$ cat src/common/sdPcmPkg.sv
package sdPcmPkg;

    // Internal fixed-point format, sign + integer + fraction
    localparam int nInt = 9;
    localparam int nMant = 14;
    localparam int sampleBits = nInt + nMant + 1;

    // PCM output word
    localparam int outWidth = 14;

    // Field sizing for the coefficient write port
    localparam int maxSections = 16;
    localparam int maxWindow = 64;

    typedef logic signed [sampleBits-1:0] sampleT;

    // Full product of two internal values, one guard bit for sums of two
    typedef logic signed [2*sampleBits:0] productT;

    typedef struct packed {
        sampleT re;
        sampleT im;
    } cplxT;

    typedef logic [outWidth-1:0] pcmT;

    typedef enum logic [2:0] {
        lutFactorRe,
        lutFactorIm,
        feedbackRe,
        feedbackIm,
        weightRe,
        weightIm
    } coefFieldT;

    typedef struct packed {
        logic en;
        coefFieldT field;
        logic [$clog2(maxSections)-1:0] section;
        // Only meaningful for the LUT factor fields
        logic [$clog2(maxWindow)-1:0] index;
        sampleT value;
    } coefWriteT;

    // Signed product at full width
    function automatic productT mul(input sampleT a, input sampleT b);
        productT wideA;
        productT wideB;
        wideA = a;
        wideB = b;
        return wideA * wideB;
    endfunction

    // Back to the internal format, fraction bits dropped, top bits wrapped
    function automatic sampleT rescale(input productT p);
        productT shifted;
        shifted = p >>> nMant;
        return shifted[sampleBits-1:0];
    endfunction

endpackage
$ cat src/logic/sectionCombiner.sv
`timescale 1ns/1ns

module sectionCombiner #(
    parameter int numSections = 3
) (
    input  logic             clkDS,
    input  logic             rst,
    input  sdPcmPkg::sampleT partReal [numSections],
    output sdPcmPkg::pcmT    pcm
);

    localparam int shift = sdPcmPkg::nMant - (sdPcmPkg::outWidth - 1);
    localparam sdPcmPkg::sampleT satHigh =
        sdPcmPkg::sampleT'((1 <<< (sdPcmPkg::outWidth - 1)) - 1);
    localparam sdPcmPkg::sampleT satLow = -satHigh - 1;
    // Offset-binary zero, only the top bit set
    localparam sdPcmPkg::pcmT pcmZero = sdPcmPkg::pcmT'(1) << (sdPcmPkg::outWidth - 1);

    sdPcmPkg::sampleT sum;
    sdPcmPkg::sampleT scaled;
    logic signed [sdPcmPkg::outWidth-1:0] sat;

    always_comb begin
        sum = '0;
        for (int s = 0; s < numSections; s++) begin
            sum = sum + partReal[s];
        end
        scaled = sum >>> shift;
        if (scaled > satHigh) begin
            sat = satHigh[sdPcmPkg::outWidth-1:0];
        end else if (scaled < satLow) begin
            sat = satLow[sdPcmPkg::outWidth-1:0];
        end else begin
            sat = scaled[sdPcmPkg::outWidth-1:0];
        end
    end

    // Two's complement to offset binary
    always_ff @(posedge clkDS) begin
        if (!rst) begin
            pcm <= pcmZero;
        end else begin
            pcm <= {~sat[sdPcmPkg::outWidth-1], sat[sdPcmPkg::outWidth-2:0]};
        end
    end

endmodule

$ cat config.mk
export PLATFORM = sky130hd
export DESIGN_NAME = sectionCombiner
export DESIGN_NICKNAME = d
export VERILOG_FILES = /design/src/common/sdPcmPkg.sv /design/src/logic/sectionCombiner.sv
export SDC_FILE = /design/constraint.sdc
export NUM_CORES = 1
export LEC_CHECK = 0
export ABC_AREA = 0
export CAP_MARGIN = 30
export CORE_AREA = 8 8 66 68
export CTS_CLUSTER_SIZE = 8
export DETAILED_ROUTE_END_ITERATION = 7
export DIE_AREA = 0 0 74 76
export DONT_BUFFER_PORTS = 1
export HOLD_SLACK_MARGIN = 0.12
export PLACE_DENSITY = 0.83
export SYNTH_ARGS = -nofsm -noshare
export SYNTH_HDL_FRONTEND = slang
export SYNTH_SLANG_ARGS = --single-unit
$ cat constraint.sdc
create_clock -name clkDS -period 5.46 [get_ports clkDS]
set_input_delay 0.273 -clock clkDS [delete_from_list [all_inputs] [get_ports clkDS]]
set_output_delay 0.273 -clock clkDS [all_outputs]
set_load 0.1 [all_outputs]
== Word level (Yosys, flattened, before mapping) ==
Index checks and enable logic that the tools add are counted.

* $lt $le $gt $ge: 2
* Add/subtract/negate cells: 2
* Bitwise gates (word level): 1
* Multiplexer cells: 2

{| class="wikitable"
|+ Operators by type and width
! operator !! number
|-
| $add 24x24->24 || 2
|-
| $mux 14 || 2
|-
| $gt 23x14->1 const B || 1
|-
| $lt 23x14->1 const B || 1
|-
| $not 1->1 || 1
|}

* Register bits after elaboration: 14
* Bits of input ports: 74
* Output and inout port bits: 14

== Depth between registers and ports, before layout ==
* Word-level depth: 6
* Mapped depth: 15

== Worst setup path after synthesis ==
No wires, ideal clock.

* Path kind: input to register
* From: input partReal[1] (netlist bit)
* To: register pcm[0]
* Required time: 5.345 ns
* Arrival: 3.473 ns
* Path buffers: 1
* Library setup time: 0.115 ns
* Path slack: 1.873 ns
* Stages on the path: 15
* Path through: inv_1 fa_1 inv_1 ha_1 fa_1 a21o_1 a221o_1 a31oi_4 nor3_2 nor4_1 nor2_1 nor4_1 a41oi_1 buf_4 a21o_2

* Longest elaborated chain between the ends: 4
* Elaborated cells between the ends (all ways): 5

{| class="wikitable"
|+ RTL lines
! element !! line !! RTL
|-
| from (decl) || sectionCombiner.sv:8 || <nowiki>input sdPcmPkg::sampleT partReal [numSections],</nowiki>
|-
| $add 24x24->24 (*) || sectionCombiner.sv:26 || <nowiki>sum = sum + partReal[s];</nowiki>
|-
| $lt 23x14->1 || sectionCombiner.sv:31 || <nowiki>end else if (scaled < satLow) begin</nowiki>
|-
| $mux 14 || sectionCombiner.sv:31 ||
|-
| $mux 14 (*) || sectionCombiner.sv:29 || <nowiki>if (scaled > satHigh) begin</nowiki>
|-
| to (signal assigned) || sectionCombiner.sv:41 || <nowiki>pcm <= pcmZero;</nowiki>
|-
| to (signal assigned) || sectionCombiner.sv:43 || <nowiki>pcm <= {~sat[sdPcmPkg::outWidth-1], sat[sdPcmPkg::outWidth-2:0]};</nowiki>
|-
| to (decl) || sectionCombiner.sv:9 || <nowiki>output sdPcmPkg::pcmT pcm</nowiki>
|}

Mark *: on every way between the ends. The rest lies on a longest branch, timed or not.
A chain may end at the register's enable or synchronous reset.

== Final worst setup path ==
* From: input partReal[1] (netlist bit)
* To: register pcm[6]

Same word-level chain as after synthesis.

==> flow_summary.toml <==
[outcome]
status = "complete, no violations"

[sta]
slew_violations = 0
slew_headroom_pct = 35.1
tightest_slew_ns = 0.973
fmax_mhz = 261
timing.setup.tns_ns = 0
finalCritPeriodShare_pct = 70.1
rsz0062_at_grt = "false"
hold_viol_final = 0
setup_viol = 0
whs_ns = 0.327
fin_crit_ns = 3.83

[power_and_ir_drop]
internal_power_uw = 390
peakVddDrop_mv = 0.436
pwr-share-clk_pct = 7.0
power_density_nw_per_um2 = 461
swShare_pct = 62.7
seqPwrFrac_pct = 50.1
p_comb_share_pct = 42.9
p_leak_nw = 1.09
switching_power_uw = 655

[floorplan]
core_um2 = 3440
die_h_um = 76
num_io_pins = 88
dieArea_um2 = 5620
num_rows = 22
initial_utilization_pct = 64.0
die_w_um = 74

[global_routing]
antenna_found_initial = 0
overflow = 0
grt_pass1_vias = 1883
grt_pass1_wl_um = 8020
grt_util_all_layers_pct = 17.0
grt_max_degree = 14

[detailed_routing]
vias_per_cell = 6.05
route.detailed.drc = 0
dr.pass1.iters = 4
drt_iter0_markers = 70
wl_per_cell_um = 16.2
drt_wl_total_um = 4700
vias = 1754
ant_nets = 0

[critical_path]
critical-path-top-delay-family = "compound AO/OA/AOI/OAI gates"
crit_fanout = 13
critPathLaunchType = "primary input"
critPathBufInv = 2
cp.arrival_ns = 4.06
crit_start = "partReal[1]"
cp_cell_sequence = "inv_1 -> fa_1 -> inv_1 -> ha_1 -> fa_1 -> a21o_1 -> a221o_1 -> a31oi_4 -> nor3_2 -> o31a_1 -> nor4b_2 -> nand4_1 -> o41ai_4 -> a31o_2"
crit_required_ns = 5.69
cp-end-kind = "flop"
cpPeakStageDelay_ns = 0.63
path_class = "primary input to flop"
slowest_stage = "o41ai_4"

[yosys]
ys_warn_count = 0
syn_inst = 244
synth_top_family_by_area = "adder cells"
synth_xor_area_share_pct = 7.96
synth-edff-count = 0
synthAdderAreaFrac_pct = 34.0
synth_compound_area_share_pct = 25.2
synth_nets = 364
synthSimpleGateAreaFrac_pct = 12.2
synth-main-ff-cell = "dfxtp_1"
ys_seq_area_share_pct = 12.7
syn_avg_cell_area_um2 = 9.02
mappedNetlistArea_um2 = 2200
synth-seq-cells = 14
synth_cell_type_count = 55
synthArstFlopShare_pct = 0
synth_mux_area_share_pct = 0.966

[placed_design]
placed_cells = 285
portBuffers = 0
place.detailed.hpwl_um = 4140
place.gp.congestion = 0.856

[cts]
postCtsSetupRepairBufs = 0
cts_resized = 0
cts.reportedPaths.clkPinSlew_ns = 0.08
clock_path_buffers = 2
root_buffer = "clkbuf_4"
cts_tree = "yes"
h-tree-depth = 1
hold_buffers = 1
cts_sinks = 14
cts_buffers = 3

[worst_hold_path]
hp-class = "primary input to flop"
min_from = "partReal[48]"

[layout]
n_fill_cell = 311
largest_reg_flops = 14
top_regs = "pcm x14"
area_growth_pct = 2.90
regMostFlops = "pcm"
drive_gt1_share_pct = 7.02
ff_latch_area_um2 = 280
num_antenna_cells = 0
finalNonFillerCells = 290
layout.nets = 363
multi_input_area_um2 = 1770

[flow_run]
maxCapViolations = 0
-- logic make-up after synthesis --
group	count (synthesis)
and+or+nand+nor	51
DFF	14
muxes	2
buffers and inverters	35
xor gates and xnor gates	20
adders and majority gates	46
AOI/OAI and AO/OA	76
-- synthesized netlist by cell type, drive strengths merged, types with 2 or more instances --
master / instances / area (um^2)
a211oi: 4 / 30.0
a21o: 20 / 153
a21oi: 19 / 98.9
a31o: 2 / 17.5
a31oi: 3 / 33.8
and3: 3 / 20.0
buf: 4 / 31.3
clkbuf: 4 / 18.8
dfxtp: 14 / 280
fa: 23 / 460
ha: 23 / 288
inv: 27 / 101
nand2: 14 / 52.6
nand2b: 3 / 18.8
nand3: 4 / 20.0
nand4: 3 / 18.8
nor2: 13 / 48.8
nor4: 2 / 12.5
o2111ai: 2 / 17.5
o211ai: 3 / 22.5
o21a: 2 / 15.0
o21ai: 8 / 40.0
o31ai: 2 / 15.0
xnor2: 11 / 96.3
xor2: 9 / 78.8
-- layout make-up --
cell class | count | share of cell area [%]
inverters | 27 | 4.48
multi-input cells | 195 | 78.1
flip-flops and latches | 14 | 12.4
clock buffers | 4 | 1.60
repair buffers | 2 | 0.773
well taps | 48 | 2.65
-- metal layers --
layer | vias up | GRT usage (%) | wire [um]
met5 | - | 0 | 0
met4 | 0 | 2.40 | 57
met3 | 8 | 6.32 | 518
met2 | 81 | 28.8 | 2220
met1 | 802 | 19.9 | 1910
li1 | 863 | - | -
-- worst min-delay path, stage by stage --
cell	delay (ns)
a21o_1	0.10
ha_1	0.11
a21o_2	0.10
-- worst paths after layout --
path | to | cells after the start
worst max-delay path | pcm[6] | 14
worst min-delay path | pcm[0] | 3
-- metrics by stage --
step                util, %  setup WS, ns  cell area (um^2)  total power, mW
finish                 65.8          1.63              2260             1.04
global placement       64.3          1.34              2210            0.961
global route           65.8          1.47              2260             1.12
detailed placement     64.5          1.37              2220            0.972
CTS                    65.8          1.66              2260             1.05
floorplan                 -          1.87              2200            0.895
-- power by group through the flow --
stage / clock, mW / sequential (mW) / combinational, mW
2_1_floorplan: 0 / 0.516 / 0.380
5_1_grt: 0.0799 / 0.530 / 0.506
3_3_place_gp: 0 / 0.528 / 0.433
6_report: 0.0734 / 0.524 / 0.448
4_1_cts: 0.0754 / 0.526 / 0.449
3_5_place_dp: 0 / 0.527 / 0.445
-- placed cells by master (no fill, tap or decap), types with 2 or more instances in the layout --
| cell type | n |
|---|---|
| a21o_2 | 2 |
| nor4_1 | 2 |
| nor2_1 | 13 |
| a211oi_1 | 4 |
| and3_1 | 2 |
| xnor2_1 | 11 |
| o2111ai_1 | 2 |
| a21o_1 | 18 |
| fa_1 | 23 |
| dfxtp_1 | 14 |
| nand3_1 | 4 |
| a31oi_1 | 2 |
| inv_1 | 27 |
| nand2b_1 | 3 |
| o211ai_1 | 3 |
| a21oi_1 | 18 |
| nand2_1 | 14 |
| a31o_2 | 2 |
| o21ai_0 | 7 |
| o21a_1 | 2 |
| clkbuf_4 | 3 |
| o31ai_1 | 2 |
| ha_1 | 23 |
| xor2_1 | 9 |
| nand4_1 | 3 |
(Power assumes the default switching activity.)
