--- src/logic/windowDelay.sv ---
`timescale 1ns/1ns

module windowDelay #(
    parameter int sampleWidth = 8,
    parameter int depth = 16
) (
    input  logic                   clkDS,
    input  logic                   rst,
    input  logic [sampleWidth-1:0] bits,
    output logic [sampleWidth-1:0] newWin,
    output logic [sampleWidth-1:0] oldWin,
    output logic                   oldValid,
    output logic                   pcmValid
);

    localparam int countBits = $clog2(depth + 1);
    // LUT, recursion, weighting and combiner registers
    localparam int pipeStages = 4;

    logic [sampleWidth-1:0] winLine [depth];
    logic [countBits-1:0] fillCount;
    logic [pipeStages-1:0] validPipe;

    always_ff @(posedge clkDS) begin
        winLine[0] <= bits;
        for (int i = 1; i < depth; i++) begin
            winLine[i] <= winLine[i-1];
        end
    end

    // Saturates at depth, so oldValid stays up until reset
    always_ff @(posedge clkDS) begin
        if (!rst) begin
            fillCount <= '0;
            validPipe <= '0;
        end else begin
            if (fillCount != countBits'(depth)) begin
                fillCount <= fillCount + 1'b1;
            end
            validPipe <= {validPipe[pipeStages-2:0], oldValid};
        end
    end

    assign newWin = bits;
    assign oldWin = winLine[depth-1];
    assign oldValid = fillCount == countBits'(depth);
    assign pcmValid = validPipe[pipeStages-1];

endmodule

--- config.mk ---
export PLATFORM = sky130hd
export DESIGN_NAME = windowDelay
export DESIGN_NICKNAME = d
export VERILOG_FILES = /design/src/logic/windowDelay.sv
export SDC_FILE = /design/constraint.sdc
export NUM_CORES = 1
export LEC_CHECK = 0
export ABC_AREA = 1
export BUFFER_PORTS_ARGS = -buffer_cell sky130_fd_sc_hd__buf_2
export CAP_MARGIN = 20
export CORE_MARGIN = 3
export CORE_UTILIZATION = 40
export CTS_CLUSTER_DIAMETER = 50
export DETAILED_ROUTE_END_ITERATION = 12
export GPL_TIMING_DRIVEN = 0
export SYNTH_ARGS = -nofsm -noshare
export SYNTH_HDL_FRONTEND = slang
export SYNTH_SLANG_ARGS = --single-unit
--- constraint.sdc ---
create_clock -name clkDS -period 1.4 [get_ports clkDS]
set_clock_uncertainty 0.2 [all_clocks]
set_input_delay 0 -clock clkDS [delete_from_list [all_inputs] [get_ports clkDS]]
set_output_delay 0 -clock clkDS [all_outputs]
set_load 0.005 [all_outputs]
* Word level (Yosys, flattened, before mapping)
Memories as Yosys holds them, arrays and structs flattened. Index checks and enable logic that the tools add are counted. W data, S select, Z words.
Word-level totals: output and inout port bits 18, bits of input ports 10, bits in writable memories 128, ROM bits 0, memories 1, logic and storage cells 6, register bits 9, latch bits 0
Memory list:
- winLine | words 16, bits a word 8, read ports 16, clocked after Yosys merged registers in 0, wr ports 16, RTL line 20 | logic [sampleWidth-1:0] winLine [depth];
Operators by class: bitwise logic cells 0, reductions and logical operators 0, eq/ne operators 2, add/subtract/negate cells 1, multiplexer cells 0, magnitude comparators 0, div/mod/pow operators 0, shift-type cells 0, multipliers 0
Operator list (number):
- $add A5 B1 Y5 const B | 1
- $eq A5 B5 Y1 const B | 1
- $ne A5 B5 Y1 const B | 1

* Logic depth before layout (Yosys ltp)
Gate-level depths: netlist (run 1).
word-level depth 1, mapped depth 7, mapped depth without buffers 7

* Worst setup path after synthesis (run 1)
OpenSTA, ideal clock, no wires.
path type register to register, start reg fillCount[0], end reg fillCount[2], period minus slack after synthesis 1.174 ns, setup slack 0.226 ns, cell stages (with the launch flop) 8, required time 1.138 ns, setup time 0.062 ns, arrival time 0.912 ns, buffers on the path 0, cells stage by stage dfxtp_1 > inv_1 > ha_1 > nand2_1 > inv_1 > nand2_4 > nand2_1 > nor2_2
On the way: cells in the longest elaborated chain, start to end 1, elaborated cells on any way between the ends 2, those cells by class add/sub (1); eq/ne (1)
Ends and longest elaborated chain:
- start: declaration | RTL line 21 | logic [countBits-1:0] fillCount;
- start signal: assignment | RTL line 38 | fillCount <= fillCount + 1'b1;
- $add A5 B1 Y5 / $ne A5 B5 Y1 (equally long branches) | RTL line 38, 37
Parallel ways exist; a longest one is shown, timed or not. A chain may end at the register's enable or synchronous reset.

* Worst setup path after layout (run 1)
start reg fillCount[0], end out oldValid
On the way: cells in the longest elaborated chain, start to end 1
Ends and longest elaborated chain:
- $eq A5 B5 Y1 | RTL line 46 | assign oldValid = fillCount == countBits'(depth);
- end: declaration | RTL line 12 | output logic oldValid,
No other way between the ends.

==> results of run 1 <==
[flip-flops by register name, indices dropped and copies added, names as in the netlist]
signal,flops
fillCount,5
winLine,128
validPipe,4
[power by group through the flow]
stage | Clock [mW] | Combinational, mW | Sequential, mW
after CTS | 4.57 | 0.160 | 4.15
after global routing | 4.74 | 0.190 | 4.17
after detailed placement | 0 | 0.103 | 4.24
after floorplan | 0 | 0.0627 | 4.22
final | 4.44 | 0.174 | 4.15
after global placement | 0 | 0.0976 | 4.22
[path summary, 6_finish.rpt]
path / depth (start not counted) / to / slack [ns] / start
min: 0 / winLine[1][31] / 0.12 / winLine[1][23]
max reg2reg: 9 / fillCount[2] / 0.02 / fillCount[0]
max: 7 / oldValid / -0.15 / fillCount[0]
min reg2reg: 0 / winLine[1][31] / 0.12 / winLine[1][23]
[cells in the mapped netlist, drive strengths merged]
library cell / count
nand2: 12
nand3: 4
xnor2: 1
dfxtp: 137
nand4: 4
inv: 11
buf: 17
nor2: 5
ha: 2
[area by class of cell]
type | instances | area share [%]
clock buffers | 18 | 9.99
repair buffers | 49 | 8.49
multi-input cells | 28 | 4.30
clock inverters | 14 | 4.69
plain buffers | 17 | 2.99
inverters | 11 | 0.987
well taps | 99 | 2.96
flip-flops and latches | 137 | 65.6
[through the flow]
stage	TNS (ns)	std cells	hold WS, ns	instance area (sq um)
floorplan	0	193	-0.172	3060
global placement	0	318	-0.0839	3320
detailed placement	0	318	-0.0810	3320
CTS	-0.155	371	0.122	4160
global route	-0.247	373	0.122	4190
finish	-0.147	373	0.117	4190
[cell families after synthesis]
| family | Yosys count | share of synthesized area, % |
|---|---|---|
| xor gates and xnor gates | 1 | 0.286 |
| DFF | 137 | 89.5 |
| adders and majority gates | 2 | 0.817 |
| buffers and inverters | 28 | 5.43 |
| and+or+nand+nor | 25 | 3.96 |
[metal layers]
layer | routed length (microns) | share of wire, %
met5 | 0 | 0
met2 | 1470 | 47
met1 | 1260 | 41
met4 | 95 | 3.1
met3 | 266 | 8.6
[timing repair]
item,4_1_cts,5_1_grt
resized for setup,10,3
hold buffers,17,0
setup endpoints to repair,1,1
hold endpoints to repair,17,0
pin swaps,2,0
setup buffers,4,2
==> flow_summary_export.csv, run 1 <==
group,metric,value,unit
drt,detail_route.drc_violations,0,
yosys,register_area_share_after_synthesis,89.5,%
place,dp_worst_setup_slack,0.0895,ns
die,io_pins,28,
final_layout,postLayoutCoreUtil,57.1,%
drt,drt_pre_antenna_iters,5,
yosys,post_synth_main_area_contributors,"sky130_fd_sc_hd__dfxtp_1, sky130_fd_sc_hd__buf_4, sky130_fd_sc_hd__inv_1",
sta,rsz0062_at_grt,"yes",
run_status,violations,"setup timing",
sta,setup-violations-final,1,
global_routing,grt_most_used_layer,"met2",
yosys,synth_seq_cells,137,
power,sequential_cell_fraction_of_total_power,47.3,%
worst_setup_path,cpLargestDelayFamily,"flip-flops",
die,fp.coreArea,7330,sq um
flow_run,maxCapViolCount,0,
yosys,mappedNetlistArea,3060,sq um
final_layout,ratio_of_cells_with_drive_above_1_in_the_final_layout,33.9,%
worst_setup_path,critPathCaptureType,"output pin",
yosys,post-synth-top-area-fraction,89.5,%
final_layout,final_common_cell,"sky130_fd_sc_hd__dfxtp_1",
clocking,htree_levels,4,
drt,vias,1427,
global_routing,first_global_vias,1242,
power,combinationalPowerShare,2.0,%
power,clock_power_share,50.7,%
yosys,post_synth.cell_area_avg,15.9,sq um
global_routing,grt_first_pass_wirelength,5.13,mm
global_routing,largest_net_degree_at_the_start_of_global_routing,17,
global_routing,grt_util_met3,5.79,%
worst_setup_path,class_of_the_most_critical_setup_path,"reg -> out",
sta,finalWorstSetupSlack,-0.147,ns
final_layout,final-seq-area,2750,sq um
final_layout,final_cell_mix,"sky130_fd_sc_hd__dfxtp_1, sky130_fd_sc_hd__buf_2, sky130_fd_sc_hd__buf_4",
clocking,cts_buffers,17,
final_layout,nNetsFinal,273,
drt,finalWirelength,3.09,mm
power,worst_ir_drop_on_vdd,1550,uV
global_routing,m2_gr_usage,12.6,%
worst_setup_path,cp_slowest_cell,"sky130_fd_sc_hd__dfxtp_2",
drt,via_per_inst,3.83,
power,net-switching-power,1.64,mW
worst_setup_path,worstSetupStartpointType,"flip-flop",
clocking,clock_latency_at_the_later_pin_of_the_worst_skew_pair,0.49,ns
worst_setup_path,critical_path.n_buffers_inverters,4,
worst_setup_path,largest_stage_delay_on_the_critical_path,0.34,ns
die,die-area,8750,sq um
yosys,synth_cells,193,
clocking,cts-root-to-sink-buffers,2,
power,pwr_density_cell,2090,nW/um^2
drt,ant_nets,0,
final_layout,multi_input_comb_area,180,sq um
die,start_util,41.8,%
power,p_sw_share,18.7,%
drt,routedWlPerCell,8.28,microns
clocking,numClockSinks,137,
power,cellLeakagePower,1.87,nW
yosys,synth_cell_type_count,12,
sta,layout_min_cycle_time,1.55,ns
sta,achievable-frequency,646,MHz
place,routabilityCongestion,0.527,
place,hpwlAfterDp,1.40,mm
power,cell_internal_pwr,7.12,mW
place,count_of_port_buffers_added_during_placement,26,
sta,worst-slew-pin-transition,0.272,ns
global_routing,initial_antenna_violation_count,0,
yosys,synth.net_count,205,
sta,final-hold-violation-count,0,
drt,first_iter_violations,37,
yosys,synth.largest_area_cell,"sky130_fd_sc_hd__dfxtp_1",
worst_setup_path,critPathMaxFanout,3,
clocking,clockRootBuffer,"sky130_fd_sc_hd__clkbuf_8",
clocking,clock_tree_from_tritoncts,"done",
yosys,ys_warn_count,0,
power,fin_total_pwr,8.76,mW
die,die_w,93.5,microns
final_layout,diodes,0,
sta,timing.final.max_slew_violations,0,
worst_setup_path,critPathMostFrequentCell,"sky130_fd_sc_hd__inv_2",
final_layout,syn2layout_area_growth,36.6,%
global_routing,grt_util_met1,7.51,%
sta,slew_headroom,81.9,%
global_routing,groute.usage.overall,8.32,%
clocking,clk_transition_reported_paths,0.06,ns
final_layout,nFillCells,603,
worst_hold_path,worst_hold_path_type,"reg -> reg",
sta,final_min_period_over_clock_period,111,%
worst_setup_path,path_cells,"inv_2, ha_4, nand2_2, inv_2, nand2_4, inv_2, buf_6",
run_status,run_status,"finished, violations left",
worst_setup_path,worstPathRequired,1.20,ns
die,die_height,93.5,microns
worst_setup_path,cp.arrival,1.35,ns
global_routing,grt_overflow,0,
die,placement_rows,31,
Note: power is estimated with default switching activity, not from simulation.
==> run 2, diff against run 1 <==
--- a/config.mk
+++ b/config.mk
@@ -8,11 +8,12 @@
 export ABC_AREA = 1
 export BUFFER_PORTS_ARGS = -buffer_cell sky130_fd_sc_hd__buf_2
 export CAP_MARGIN = 20
-export CORE_MARGIN = 3
+export CORE_MARGIN = 5
 export CORE_UTILIZATION = 40
 export CTS_CLUSTER_DIAMETER = 50
 export DETAILED_ROUTE_END_ITERATION = 12
 export GPL_TIMING_DRIVEN = 0
+export SKIP_LAST_GASP = 1
 export SYNTH_ARGS = -nofsm -noshare
 export SYNTH_HDL_FRONTEND = slang
 export SYNTH_SLANG_ARGS = --single-unit
==> flow_summary_export.csv, run 2 (synthesis gave the netlist of run 1 again) <==
group,metric,value,unit
run_status,run_status,"finished, violations left",
run_status,violations,"setup timing",
worst_hold_path,worst_hold_path_type,"reg -> reg",
sta,final-hold-violation-count,0,
global_routing,first_global_vias,1364,
drt,vias,1387,
final_layout,layoutNonFillerInstCount,375,
sta,timing.final.max_slew_violations,0,
worst_setup_path,path_cells,"inv_2, ha_4, nand2_2, inv_2, nand2_4, inv_2, buf_2",
die,die_height,97.5,microns
sta,tns,-0.118,ns
worst_setup_path,critPathCaptureType,"output pin",
worst_hold_path,hold_start,"winLine[1][35]",
worst_setup_path,worstPathRequired,1.20,ns
global_routing,grt_first_pass_wirelength,5.58,mm
final_layout,final_cell_mix,"sky130_fd_sc_hd__dfxtp_1, sky130_fd_sc_hd__buf_2, sky130_fd_sc_hd__buf_4",
final_layout,syn2layout_area_growth,35.5,%
sta,worst-slew-pin-transition,0.301,ns
drt,detail_route.drc_violations,0,
drt,via_per_inst,3.70,
final_layout,largest_register_ff_count,128,
final_layout,top_register,"winLine",
clocking,numClockSinks,137,
worst_setup_path,crit-reg2reg-launch,"fillCount[1]",
die,placement_rows,32,
global_routing,groute.usage.overall,7.96,%
sta,final_min_period_over_clock_period,108,%
clocking,htree_levels,4,
global_routing,grt_overflow,0,
clocking,cts-root-to-sink-buffers,2,
place,place_inst,321,
worst_setup_path,cp_slowest_cell,"sky130_fd_sc_hd__dfxtp_2",
global_routing,largest_net_degree_at_the_start_of_global_routing,17,
die,start_util,40.3,%
final_layout,nFillCells,642,
clocking,clockRootBuffer,"sky130_fd_sc_hd__clkbuf_8",
worst_setup_path,critPathMaxFanout,2,
worst_setup_path,class_of_the_most_critical_setup_path,"reg -> out",
sta,achievable-frequency,659,MHz
sta,slew_headroom,79.9,%
worst_setup_path,critical_path.n_buffers_inverters,4,
worst_setup_path,critPathMostFrequentCell,"sky130_fd_sc_hd__inv_2",
power,fin_total_pwr,8.63,mW
clocking,clock_latency_at_the_later_pin_of_the_worst_skew_pair,0.50,ns
worst_setup_path,worstSetupStartpointType,"flip-flop",
worst_setup_path,cpLargestDelayFamily,"flip-flops",
final_layout,nNetsFinal,272,
die,fp.coreArea,7610,sq um
die,io_pins,28,
sta,setup-violations-final,1,
final_layout,diodes,0,
worst_setup_path,worst_setup_path_startpoint,"fillCount[1]",
place,dp_worst_setup_slack,0.123,ns
final_layout,ratio_of_cells_with_drive_above_1_in_the_final_layout,33.0,%
final_layout,final_common_cell,"sky130_fd_sc_hd__dfxtp_1",
worst_setup_path,cp.arrival,1.32,ns
final_layout,postLayoutCoreUtil,54.6,%
clocking,clk_transition_reported_paths,0.06,ns
power,pwr_density_cell,2080,nW/um^2
power,worst_ir_drop_on_vdd,1460,uV
drt,first_iter_violations,27,
drt,routedWlPerCell,8.58,microns
drt,drt_pre_antenna_iters,3,
place,count_of_port_buffers_added_during_placement,26,
sta,finalWorstSetupSlack,-0.118,ns
place,routabilityCongestion,0.687,
drt,finalWirelength,3.22,mm
place,hpwlAfterDp,1.52,mm
sta,layout_min_cycle_time,1.52,ns
sta,rsz0062_at_grt,"yes",
drt,ant_nets,0,
worst_setup_path,largest_stage_delay_on_the_critical_path,0.33,ns
clocking,cts_buffers,17,
clocking,clock_tree_from_tritoncts,"done",
flow_run,maxCapViolCount,0,
final_layout,layout_top_registers,"winLine: 128 flops, fillCount: 5 flops, validPipe: 4 flops",
global_routing,initial_antenna_violation_count,0,
power,cellLeakagePower,1.85,nW
die,die-area,9510,sq um
die,die_w,97.5,microns
run 2: report_power, final:
part           internal (mW)  switching, mW  total, mW  leakage (nW)
Sequential              4.10         0.0440       4.15          1.15
Clock                   2.77           1.55       4.32         0.281
Combinational          0.106         0.0563      0.162         0.415
Total                   6.98           1.65       8.63          1.85
run 2: final timing paths:
| kind | to | slack, ns | cells after the start |
|---|---|---|---|
| worst max-delay path | oldValid | -0.12 | 7 |
| worst min-delay path | winLine[1][43] | 0.12 | 0 |
| worst max register to register | fillCount[1] | 0.07 | 8 |
| worst min register to register | winLine[1][43] | 0.12 | 0 |
run 2: repair_timing:
action | in CTS | in global routing
hold buffers | 17 | 0
endpoints found under the setup margin | 1 | 1
hold endpoints to repair | 17 | 0
pin swaps | 2 | 0
buffers inserted | 4 | 1
resized for setup | 10 | 0
run 2: final cells by class:
class | count | area (sq um) | share of cell area (%)
tap | 102 | 128 | 3.07
clock buffer | 19 | 432 | 10.4
inverter | 11 | 41.3 | 0.994
multi-input combinational | 28 | 175 | 4.22
sequential | 137 | 2750 | 66.1
clock inverter | 13 | 169 | 4.07
timing repair buffer | 48 | 338 | 8.13
buffer | 17 | 125 | 3.01
run 2: metal layers:
metal | share of wire (%) | up-vias | global-route usage (%)
met5 | 0 | - | 0
li1 | - | 713 | -
met1 | 43 | 623 | 7.37
met4 | 2.7 | 0 | 6.18
met3 | 8.8 | 10 | 6.32
met2 | 46 | 41 | 11.5
run 2: metrics by stage:
stage,instance area [sq um],hold WS (ns)
2_1_floorplan,3060,-0.172
3_3_place_gp,3320,-0.0838
3_5_place_dp,3320,-0.0816
4_1_cts,4150,0.119
5_1_grt,4150,0.123
6_report,4150,0.117
