### config.mk
export PLATFORM = sky130hd
export DESIGN_NAME = coefRegBank
export DESIGN_NICKNAME = d
export VERILOG_FILES = /design/src/common/sdPcmPkg.sv /design/src/coef/coefRegBank.sv
export SDC_FILE = /design/constraint.sdc
export NUM_CORES = 1
export LEC_CHECK = 0
export ABC_AREA = 1
export BUFFER_PORTS_ARGS = -buffer_cell sky130_fd_sc_hd__buf_2
export CORE_AREA = 2 2 571 573
export DETAILED_ROUTE_END_ITERATION = 10
export DIE_AREA = 0 0 573 575
export GPL_ROUTABILITY_DRIVEN = 1
export HOLD_SLACK_MARGIN = 0.15
export SLEW_MARGIN = 20
export SYNTH_ARGS = -nofsm -noshare
export SYNTH_HDL_FRONTEND = slang
export SYNTH_SLANG_ARGS = --single-unit
### constraint.sdc
create_clock -name clkDS -period 3.05 [get_ports clkDS]
set_clock_uncertainty 0.1 [all_clocks]
set_input_delay 0.1525 -clock clkDS [delete_from_list [all_inputs] [get_ports clkDS]]
set_output_delay 0.1525 -clock clkDS [all_outputs]
set_load 0.005 [all_outputs]
### src/common/sdPcmPkg.sv
package sdPcmPkg;

    // Internal fixed-point format, sign + integer + fraction
    localparam int nInt = 9;
    localparam int nMant = 14;
    localparam int sampleBits = nInt + nMant + 1;

    // PCM output word
    localparam int outWidth = 14;

    // Field sizing for the coefficient write port
    localparam int maxSections = 16;
    localparam int maxWindow = 64;

    typedef logic signed [sampleBits-1:0] sampleT;

    // Full product of two internal values, one guard bit for sums of two
    typedef logic signed [2*sampleBits:0] productT;

    typedef struct packed {
        sampleT re;
        sampleT im;
    } cplxT;

    typedef logic [outWidth-1:0] pcmT;

    typedef enum logic [2:0] {
        lutFactorRe,
        lutFactorIm,
        feedbackRe,
        feedbackIm,
        weightRe,
        weightIm
    } coefFieldT;

    typedef struct packed {
        logic en;
        coefFieldT field;
        logic [$clog2(maxSections)-1:0] section;
        // Only meaningful for the LUT factor fields
        logic [$clog2(maxWindow)-1:0] index;
        sampleT value;
    } coefWriteT;

    // Signed product at full width
    function automatic productT mul(input sampleT a, input sampleT b);
        productT wideA;
        productT wideB;
        wideA = a;
        wideB = b;
        return wideA * wideB;
    endfunction

    // Back to the internal format, fraction bits dropped, top bits wrapped
    function automatic sampleT rescale(input productT p);
        productT shifted;
        shifted = p >>> nMant;
        return shifted[sampleBits-1:0];
    endfunction

endpackage
### src/coef/coefRegBank.sv
`timescale 1ns/1ns

module coefRegBank #(
    parameter int sampleWidth = 8,
    parameter int numSections = 3
) (
    input  logic                clkDS,
    input  sdPcmPkg::coefWriteT coefWrite,
    output sdPcmPkg::cplxT      lutFactor [numSections][sampleWidth],
    output sdPcmPkg::cplxT      feedback [numSections],
    output sdPcmPkg::cplxT      weight [numSections]
);

    logic secHit [numSections];
    logic idxHit [sampleWidth];

    // Address decode, out-of-range writes hit nothing
    always_comb begin
        for (int s = 0; s < numSections; s++) begin
            secHit[s] = coefWrite.en && (int'(coefWrite.section) == s);
        end
        for (int k = 0; k < sampleWidth; k++) begin
            idxHit[k] = int'(coefWrite.index) == k;
        end
    end

    // Coefficients survive a datapath reset
    always_ff @(posedge clkDS) begin
        for (int s = 0; s < numSections; s++) begin
            if (secHit[s]) begin
                case (coefWrite.field)
                    sdPcmPkg::lutFactorRe: begin
                        for (int k = 0; k < sampleWidth; k++) begin
                            if (idxHit[k]) begin
                                lutFactor[s][k].re <= coefWrite.value;
                            end
                        end
                    end
                    sdPcmPkg::lutFactorIm: begin
                        for (int k = 0; k < sampleWidth; k++) begin
                            if (idxHit[k]) begin
                                lutFactor[s][k].im <= coefWrite.value;
                            end
                        end
                    end
                    sdPcmPkg::feedbackRe: feedback[s].re <= coefWrite.value;
                    sdPcmPkg::feedbackIm: feedback[s].im <= coefWrite.value;
                    sdPcmPkg::weightRe:   weight[s].re <= coefWrite.value;
                    sdPcmPkg::weightIm:   weight[s].im <= coefWrite.value;
                    default: ;
                endcase
            end
        end
    end

endmodule

=== Word level (Yosys, flattened, before mapping) ===
Cells that the tools add are included.

* Reduce and logical (&&, ||, !) cells: 66
* Eq/ne operators: 14

{| class="wikitable"
|+ Operator list
! kind !! number
|-
| 3-bit AND reduction || 48
|-
| 6-bit by 4-bit equality test with 1-bit output (second input constant) || 4
|-
| 2-bit AND reduction || 12
|-
| 6-bit by 3-bit equality test with 1-bit output (second input constant) || 2
|-
| 3-bit by 2-bit equality test with 1-bit output (second input constant) || 2
|-
| 3-bit equality test (second input constant) || 2
|-
| 6-bit by 2-bit equality test with 1-bit output (second input constant) || 1
|-
| 6-bit zero test || 1
|-
| 4-bit by 2-bit equality test with 1-bit output (second input constant) || 1
|-
| 4-bit by 3-bit equality test with 1-bit output (second input constant) || 1
|-
| 4-bit zero test || 1
|-
| 3-bit by 1-bit equality test with 1-bit output (second input constant) || 1
|-
| 1-bit logical AND || 3
|-
| 3-bit zero test || 1
|}

* Input bits: 39
* Output and inout port bits: 1440
* Flip-flop bits (word level): 1440
* Word-level logic and storage cells: 140

=== Longest topological paths before layout ===
Gate-level depths: netlist of run 1.

* Depth in word-level cells: 3
* Mapped depth: 6
* Gate-level depth less buffers: 6

=== Worst setup path before layout of run 1 ===
OpenSTA, ideal clock, no wires.

* Path type: input to register
* From: input port coefWrite[31] (netlist name)
* To: register lutFactor[1032] (netlist name), enable pin
* Data arrival time: 2.245 ns
* Library setup time: 0.435 ns
* Path slack: 0.270 ns
* Path buffers: 1
* Cell stages on the path: 4
* Required time: 2.515 ns
* Cell sequence: nor2_1 -> nand3_2 -> buf_6 -> nor3_1

* Word-level cells in the longest chain between the ends: 3

{| class="wikitable"
|+ RTL lines
! element !! RTL line !! text
|-
| start, declared || coefRegBank.sv:8 || <nowiki>input sdPcmPkg::coefWriteT coefWrite,</nowiki>
|-
| 4-bit zero test || coefRegBank.sv:20 || <nowiki>secHit[s] = coefWrite.en && (int'(coefWrite.section) == s);</nowiki>
|-
| 1-bit logical AND || coefRegBank.sv:20 ||
|-
| 3-bit AND reduction (no line) || n/a ||
|-
| end, declared || coefRegBank.sv:9 || <nowiki>output sdPcmPkg::cplxT lutFactor [numSections][sampleWidth],</nowiki>
|}

No other way between the ends.
A chain may end at the register's enable or synchronous reset.

=== Final worst setup path of run 1 ===
* From: input port coefWrite[24] (netlist name)
* To: register lutFactor[333] (netlist name), enable pin

* Word-level cells in the longest chain between the ends: 2

{| class="wikitable"
|+ RTL lines
! element !! RTL line !! text
|-
| 6-bit by 2-bit equality test with 1-bit output || coefRegBank.sv:23 || <nowiki>idxHit[k] = int'(coefWrite.index) == k;</nowiki>
|-
| 3-bit AND reduction (no line) || n/a ||
|}

No other way between the ends.

==> results of run 1 <==
## path summary, 6_finish.rpt
check                     start               to  slack, ns
hold / removal    coefWrite[21]  lutFactor[1053]       0.28
setup / recovery  coefWrite[24]   lutFactor[333]       0.20
## per-layer routing
| layer | GRT usage | share of wire | vias up |
|---|---|---|---|
| li1 | - | - | 9946 |
| met1 | 0.1190 | 0.37 | 12719 |
| met2 | 0.1789 | 0.50 | 2034 |
| met3 | 0.03236 | 0.10 | 309 |
| met4 | 0.03655 | 0.032 | 2 |
| met5 | 0 | 0.000072 | - |
## critical path, cell delays in order
cell           delay, ns
dlygate4sd3_1       0.61
buf_2               0.17
inv_1               0.05
nor2_1              0.17
nand2_1             0.10
dlygate4sd3_1       0.56
nor2_1              0.10
dlygate4sd3_1       0.57
nand2_1             0.14
nor2_4              0.23
buf_12              0.24
## flip-flops by register name, indices dropped and copies added, names as in the netlist
| name | cells |
|---|---|
| feedback | 144 |
| lutFactor | 1152 |
| weight | 144 |
## through the flow
step | worst slack (ns) | cell area (µm²) | hold slack (ns)
floorplan | 0.2702 | 43890 | 0.1514
global placement | 0.2421 | 58210 | 0.4443
detailed placement | 0.2390 | 58210 | 0.4434
CTS | 0.1930 | 63620 | 0.1687
global route | 0.1315 | 63610 | 0.2058
finish | 0.1997 | 63650 | 0.2846
## report_power, final
group | total [mW] | internal, mW | switching (mW) | leakage, nW
clock | 18.6 | 10.7 | 7.91 | 2.40
combinational | 0.944 | 0.149 | 0.794 | 6.89
sequential | 21.8 | 21.8 | 0.00459 | 12.9
## cell type report
cell class	instances	area, µm²
clock buffers	194	4025
fillers	34158	259600
inverters	15	56.30
diodes	16	40.04
multi-input cells	113	854.6
well taps	4325	5411
clock inverters	83	922.1
repair buffers	1620	9099
flip-flops and latches	1440	43240
## cell families after synthesis
logic type             Yosys count  synth area share
DFF                           1440            0.9852
buffers and inverters           21          0.002537
and+or+nand+nor                113           0.01229
## layout by cell type, fill, tap and decap left out, types with 8 or more instances in the layout
cell and count:
buf_2 1454, inv_6 11, nor3_2 12, nor2_4 24, clkinv_2 17, buf_12 37, clkinv_1 30, nor2_1 9
diode_2 16, nand2_1 22, edfxtp_1 1440, dlygate4sd3_1 45, buf_4 84, nand3_1 8, bufinv_16 14, clkbuf_16 155
inv_1 11, nor2_2 28, clkbuf_1 39
## timing repair
item | in CTS | in global routing
setup endpoints to repair | 0 | 4
endpoints found under the hold margin | 1814 | 0
hold buffers | 46 | 0
==> reports/qor.txt, run 1 <==
Congestion Overflow GR: 0
GPL Wtd Cong: 0.7980
Rows: 209
Dpl hpwl: 122.0 mm
Crit end category: flop
CTS root buffer: clkbuf_16
CTS Buf Count: 154
Worst Hold Class: input port to flop
Antenna violations before repair: 29
Syn_nets: 1613
WS Path Type: input port to flop
I/O Pins: 1479
Num Clock Sinks: 1440
Worst setup SP type: input port
GR Util All Layers: 0.1031
Vias in the first global route: 25.10k
Layout cell share with drive strength beyond 1: 0.5371
First-pass GRT wire length: 230.9 mm
Dpl cells: 7468
Final period util: 0.9345
Post-CTS sizing: 0
Die Ht: 575 µm
Nets@finish: 3383
Synth warn: 0
Post-CTS setup buffer count: 0
Vias per inst: 3.204
Synthesized instance count: 1574
Routed wire length per instance: 23.10 µm
Cell Area, Synth: 43890 µm²
Die Wd: 573 µm
Area contributors post-synth: edfxtp_1 (99%), nor2_1 (0.45%), nand2_1 (0.19%)
Post-synth EDFFs: 1440
Synth top cells by count: edfxtp_1 (1440), nor2_1 (53), nand2_1 (22)
Post-synth ARST share: 0
Reg clk slew, reported paths: 0.06 ns
DRC: 0
WHS Path Cells: 3
Largest net degree at the start of global routing: 61
H-tree levels: 4
Final min period: 2.850 ns
Leakage: 22.24 nW
Peak supply drop: 0.0004696 V
DRT Wirelength: 180.3 mm
Clock tree buffer depth: 4
Rel. slew slack: 0.3698
Yosys cell types: 14
Worst Path Arrival: 3.19 ns
Pre-Repair DR Iteration Count: 5
Max_cap viols: 0
Worst endpoint required time: 3.39 ns
Fin Setup TNS: 0 ns
TritonCTS clock tree: yes
Fin. max-slew vios: 0
Final setup viols: 0
# port buffers: 1478
Synth top area share: 0.9852
Die area: 329500 µm²
Area growth syn-to-layout: 45.01%
Status: complete, no violations
FF+latch count, synth: 1440
Actual transition at the worst max-transition pin: 0.9453 ns
Total power: 41.31 mW
Fin cells: 7806
Crit-path max FO: 20
Total number of vias: 25.01k
RSZ-0062 raised after global routing: no
Iter 0 DRT Violations: 2726
Core region area: 323200 µm²
Leading area contributor after synthesis: edfxtp_1
Cell Pwr Density: 649.0 nW/µm²
Register area share after synthesis: 0.9852
Fmax: 350.8 MHz
Fin. Hold Viols: 0
Mean Syn Cell Area: 27.89 µm²
Antenna Nets Post-Route: 0
Cell with the most instances after synthesis: edfxtp_1
Initial Utilization: 0.1358
Core Util, Final: 0.1969
Ys flop type: edfxtp_1
(Power assumes the default switching activity.)
==> run 2: changes to the inputs <==
--- a/constraint.sdc
+++ b/constraint.sdc
@@ -4,2 +4,2 @@
 set_output_delay 0.1525 -clock clkDS [all_outputs]
-set_load 0.005 [all_outputs]
+set_load 0.05 [all_outputs]
==> run 2 against run 1 <==
  * Flip-flop and latch count unchanged
  * Utilization is 0.064 points lower
  * Setup slack lost 0.15 ns
  * Sequential share of layout area rose by 0.22 points
  * Largest cell class unchanged
  * Highest routed layer is now met4
==> reports/qor.txt, run 2 (same netlist as run 1, synthesis figures left out) <==
Area growth syn-to-layout: 44.54%
Worst setup SP type: input port
Actual transition at the worst max-transition pin: 0.9021 ns
First-pass GRT wire length: 230.7 mm
Total number of vias: 25.00k
Post-CTS sizing: 0
CTS Buf Count: 153
Die Ht: 575 µm
Clock power share: 0.439
Congestion Overflow GR: 0
Crit-path max FO: 4
Die Wd: 573 µm
Max incr delay on CP: 0.68 ns
Leakage: 22.14 nW
Vias per inst: 3.207
Sequential standard cell area: 43240 µm²
Worst hold endpoint: lutFactor[1053]
DRT Wirelength: 178.9 mm
Worst Path Arrival: 3.41 ns
Comb pwr share: 0.025
Worst Hold Class: input port to flop
Max FFs per register: 1152
Reg with most FFs: lutFactor
DRC: 0
Worst endpoint required time: 3.45 ns
P_int: 32.00 mW
Multi-input gate area: 854.6 µm²
CP most frequent cell: dlygate4sd3_1
Final period util: 0.9849
Fin. max-slew vios: 0
Hold path start: coefWrite[21]
Biggest regs: lutFactor: 1152 flops, feedback: 144 flops, weight: 144 flops
H-tree levels: 4
Num Clock Sinks: 1440
Core Util, Final: 0.1963
Layout cell share with drive strength beyond 1: 0.5361
Fin Setup TNS: 0 ns
Antenna violations before repair: 38
Rel. slew slack: 0.3986
Iter 0 DRT Violations: 3361
TritonCTS clock tree: yes
Switching Share: 0.2116
Status: complete, no violations
WHS Path Cells: 3
Pre-Repair DR Iteration Count: 5
Fin cells: 7794
Final min period: 3.004 ns
DP Worst Slack: 0.2083 ns
Routed wire length per instance: 22.96 µm
Fillers: 34.23k
Commonest cells after routing, fill and taps aside: buf_2 (1454), edfxtp_1 (1440), clkbuf_16 (155)
Reg clk slew, reported paths: 0.06 ns
# port buffers: 1478
RSZ-0062 raised after global routing: no
Flop pwr share: 0.537
Vias in the first global route: 25.35k
Final setup viols: 0
Max_cap viols: 0
Initial Utilization: 0.1358
Dpl cells: 7470
Nets@finish: 3386
Die area: 329500 µm²
Cell Pwr Density: 639.9 nW/µm²
Setup ws final: 0.04617 ns
Commonest non-fill, non-tap cell in the layout: buf_2
Fmax: 332.9 MHz
Dpl hpwl: 122.4 mm
Core region area: 323200 µm²
GPL Wtd Cong: 0.7943
Worst-path cell chain: dlygate4sd3_1 -> buf_2 -> inv_1 -> nor2_1 -> nand2_1 -> dlygate4sd3_1 -> nor2_1 -> dlygate4sd3_1 -> nand2_1 -> nor2_4 -> dlygate4sd3_1
Crit end category: flop
Peak supply drop: 0.0007238 V
Psw: 8.589 mW
Fin. Hold Viols: 0
I/O Pins: 1479
Clock tree buffer depth: 4
Largest net degree at the start of global routing: 39
GR Util All Layers: 0.1026
Crit-path slowest cell: dlygate4sd3_1
CTS root buffer: clkbuf_16
WS Path Type: input port to flop
Antenna Nets Post-Route: 0
Rows: 209
==> run 2: through the flow <==
| step | hold slack [ns] | power (mW) | instance area, µm² |
|---|---|---|---|
| 5_1_grt | 0.2156 | 41.77 | 63420 |
| 4_1_cts | 0.1763 | 41.08 | 63410 |
| 2_1_floorplan | 0.1514 | 22.30 | 43890 |
| 3_3_place_gp | 0.5592 | 23.16 | 58210 |
| 6_report | 0.2890 | 40.59 | 63440 |
| 3_5_place_dp | 0.5685 | 23.17 | 58210 |
==> run 2: how the worst max path moves through the flow <==
| stage | from | endpoint | slack, ns | cells past startpoint |
|---|---|---|---|---|
| 6_report | coefWrite[24] | lutFactor[331] | 0.05 | 11 |
| 3_5_place_dp | coefWrite[29] | lutFactor[195] | 0.21 | 7 |
| 3_3_place_gp | coefWrite[29] | lutFactor[556] | 0.24 | 7 |
| 2_1_floorplan | coefWrite[31] | lutFactor[1032] | 0.27 | 4 |
| 4_1_cts | coefWrite[24] | lutFactor[331] | 0.18 | 11 |
| 5_1_grt | coefWrite[24] | lutFactor[331] | 0.003 | 11 |
==> run 2: worst max-delay path, delay by kind of cell <==
family	cells	cell delay [ns]
buffers and inverters	6	2.62
and+or+nand+nor	5	0.63
==> run 2: timing repair <==
| action | 4_1_cts | 5_1_grt |
|---|---|---|
| hold buffers | 47 | 0 |
| hold endpoints to repair | 1760 | 0 |
| buffers inserted | 0 | 0 |
==> run 2: area by class of cell <==
class / count / area share
flip-flops and latches: 1440 / 0.6816
diodes: 11 / 0.0004339
multi-input cells: 113 / 0.01347
clock buffers: 184 / 0.06285
repair buffers: 1624 / 0.1438
clock inverters: 82 / 0.01170
inverters: 15 / 0.0008875
well taps: 4325 / 0.08530
==> run 2: layer usage <==
metal	routed length [µm]	up-vias	share of wire	GRT usage
met5	0	-	0	0
met3	19050	312	0.11	0.03184
met4	5765	0	0.032	0.03424
li1	-	9911	-	-
met2	88670	2157	0.50	0.1787
met1	65460	12616	0.37	0.1188
==> run 2: power groups by stage <==
stage          logic, mW  clock network, mW  registers [mW]
4_1_cts             1.01               18.3            21.8
3_5_place_dp       0.968                  0            22.2
2_1_floorplan     0.0356                  0            22.3
3_3_place_gp       0.952                  0            22.2
5_1_grt             1.02               19.0            21.8
6_report           0.997               17.8            21.8
==> run 3: changes to the inputs <==
- CORE_AREA: 2 2 571 573 -> 2 2 584 586
- DIE_AREA: 0 0 573 575 -> 0 0 586 588
- clock period: 3.05 -> 2.5 ns (I/O delays scaled with it)
==> run 3 against run 2 <==
  * First-iteration DRC count down 6.7%
  * Total power up 23%
  * Sequential power up 22%
  * Sequential share of layout area down 1.1 points
  * Critical endpoint is now lutFactor[989]
  * Largest power group unchanged
==> reports/qor.txt, run 3 (same netlist as run 1, synthesis figures left out) <==
Biggest regs: lutFactor: 1152 flops, feedback: 144 flops, weight: 144 flops
Worst hold endpoint: lutFactor[312]
Total number of vias: 25.07k
Die Ht: 588 µm
Antenna violations before repair: 36
Antenna Nets Post-Route: 0
RSZ-0062 raised after global routing: no
Peak supply drop: 0.0006693 V
Worst setup SP type: input port
Crit-path max FO: 16
CTS root buffer: clkbuf_16
Global Route met3 Usage: 0.02729
Most Crowded Layer GR: met2
Vias per inst: 3.122
Final min period: 2.385 ns
TritonCTS clock tree: yes
Crit path from: coefWrite[32]
DRC: 0
Max_cap viols: 0
WS Path Type: input port to flop
Area growth syn-to-layout: 46.92%
Final period util: 0.9539
Dpl hpwl: 117.1 mm
GR Util All Layers: 0.09909
Setup ws final: 0.1152 ns
Num Clock Sinks: 1440
GPL Wtd Cong: 0.7609
Fillers: 36.05k
I/O Pins: 1479
Actual transition at the worst max-transition pin: 0.8191 ns
Initial Utilization: 0.1297
H-tree levels: 4
Worst endpoint required time: 2.89 ns
Hold path start: coefWrite[29]
Commonest non-fill, non-tap cell in the layout: buf_2
Die Wd: 586 µm
Clock tree buffer depth: 4
Rows: 214
Worst Hold Class: input port to flop
Fin cells: 8030
Routed wire length per instance: 22.65 µm
CTS Buf Count: 153
Vias in the first global route: 24.79k
Worst Path Arrival: 2.77 ns
Iter 0 DRT Violations: 3135
Layout cell share with drive strength beyond 1: 0.5418
Met2 Use GR: 0.1735
Reg with most FFs: lutFactor
Commonest cells after routing, fill and taps aside: buf_2 (1454), edfxtp_1 (1440), clkbuf_16 (155)
Die area: 344600 µm²
# port buffers: 1478
DP Worst Slack: 0.03533 ns
WHS Path Cells: 8
Met1 layer usage reported by global route: 0.1136
Status: complete, no violations
Nets@finish: 3410
Post-CTS setup buffer count: 0
Core region area: 338400 µm²
Fin. max-slew vios: 0
Post-CTS sizing: 0
Crit end category: flop
First-pass GRT wire length: 230.4 mm
Reg clk slew, reported paths: 0.06 ns
Cell Pwr Density: 777.3 nW/µm²
Fin. Hold Viols: 0
Pre-Repair DR Iteration Count: 5
Leakage: 22.50 nW
Max FFs per register: 1152
Rel. slew slack: 0.4521
Final setup viols: 0
Core Util, Final: 0.1905
Congestion Overflow GR: 0
DRT Wirelength: 181.9 mm
Dpl cells: 7707
Fmax: 419.3 MHz
Largest net degree at the start of global routing: 61
## run 3: changes by cell type in the layout (fill, tap and decap cells not counted), sizes merged
cell / change
bufinv: +3
inv: +2
dlygate4sd3: -2
clkbuf: +4
clkinv: -12
clkinvlp: +2
buf: +26
diode: +2
## run 3: worst max-delay path, cell delays in order
cell	delay, ns
dlygate4sd3_1	0.53
buf_2	0.13
nor2_4	0.06
dlygate4sd3_1	0.65
nand3_4	0.28
inv_1	0.29
nand2_1	0.27
nor2_4	0.24
buf_12	0.18
## run 3: how the worst max path moves through the flow
| stage | depth (start not counted) | end | slack (ns) |
|---|---|---|---|
| floorplan | 4 | lutFactor[1032] | -0.25 |
| global placement | 8 | lutFactor[991] | 0.04 |
| detailed placement | 8 | lutFactor[994] | 0.04 |
| CTS | 9 | lutFactor[989] | 0.01 |
| global route | 9 | lutFactor[989] | 0.007 |
| finish | 9 | lutFactor[989] | 0.12 |
## run 3: area by class of cell
cell class              instances  area [µm²]  area share
clock buffers                 188        4003     0.06207
clock inverters                77       810.8     0.01257
repair buffers               1648        9797      0.1519
multi-input cells             113       868.3     0.01347
diodes                         13       32.53   0.0005045
inverters                      15       56.30   0.0008731
well taps                    4536        5675     0.08801
flip-flops and latches       1440       43240      0.6706
## run 3: routing by layer
metal | part of all wire | vias up
met5 | 0 | -
met4 | 0.037 | 0
met3 | 0.11 | 293
met2 | 0.50 | 2082
met1 | 0.36 | 12713
li1 | - | 9985
## run 3: metrics by stage
step	setup TNS, ns	hold slack [ns]	instance area, µm²	power [mW]
2_1_floorplan	-38.97	0.1239	43920	27.21
3_3_place_gp	0	0.3974	59190	28.37
3_5_place_dp	0	0.4053	59190	28.39
4_1_cts	0	0.1569	64450	50.75
5_1_grt	0	0.1816	64460	51.61
6_report	0	0.1988	64480	50.13
## run 3: repair_timing
| action | CTS | global route |
|---|---|---|
| setup endpoints to repair | 0 | 0 |
| hold buffers | 45 | 0 |
| hold endpoints to repair | 2356 | 0 |
## run 3: report_power, final
part,internal (mW),total (mW),switching (mW)
logic,0.216,1.33,1.11
registers,26.6,26.6,0.00547
clock network,12.6,22.2,9.59
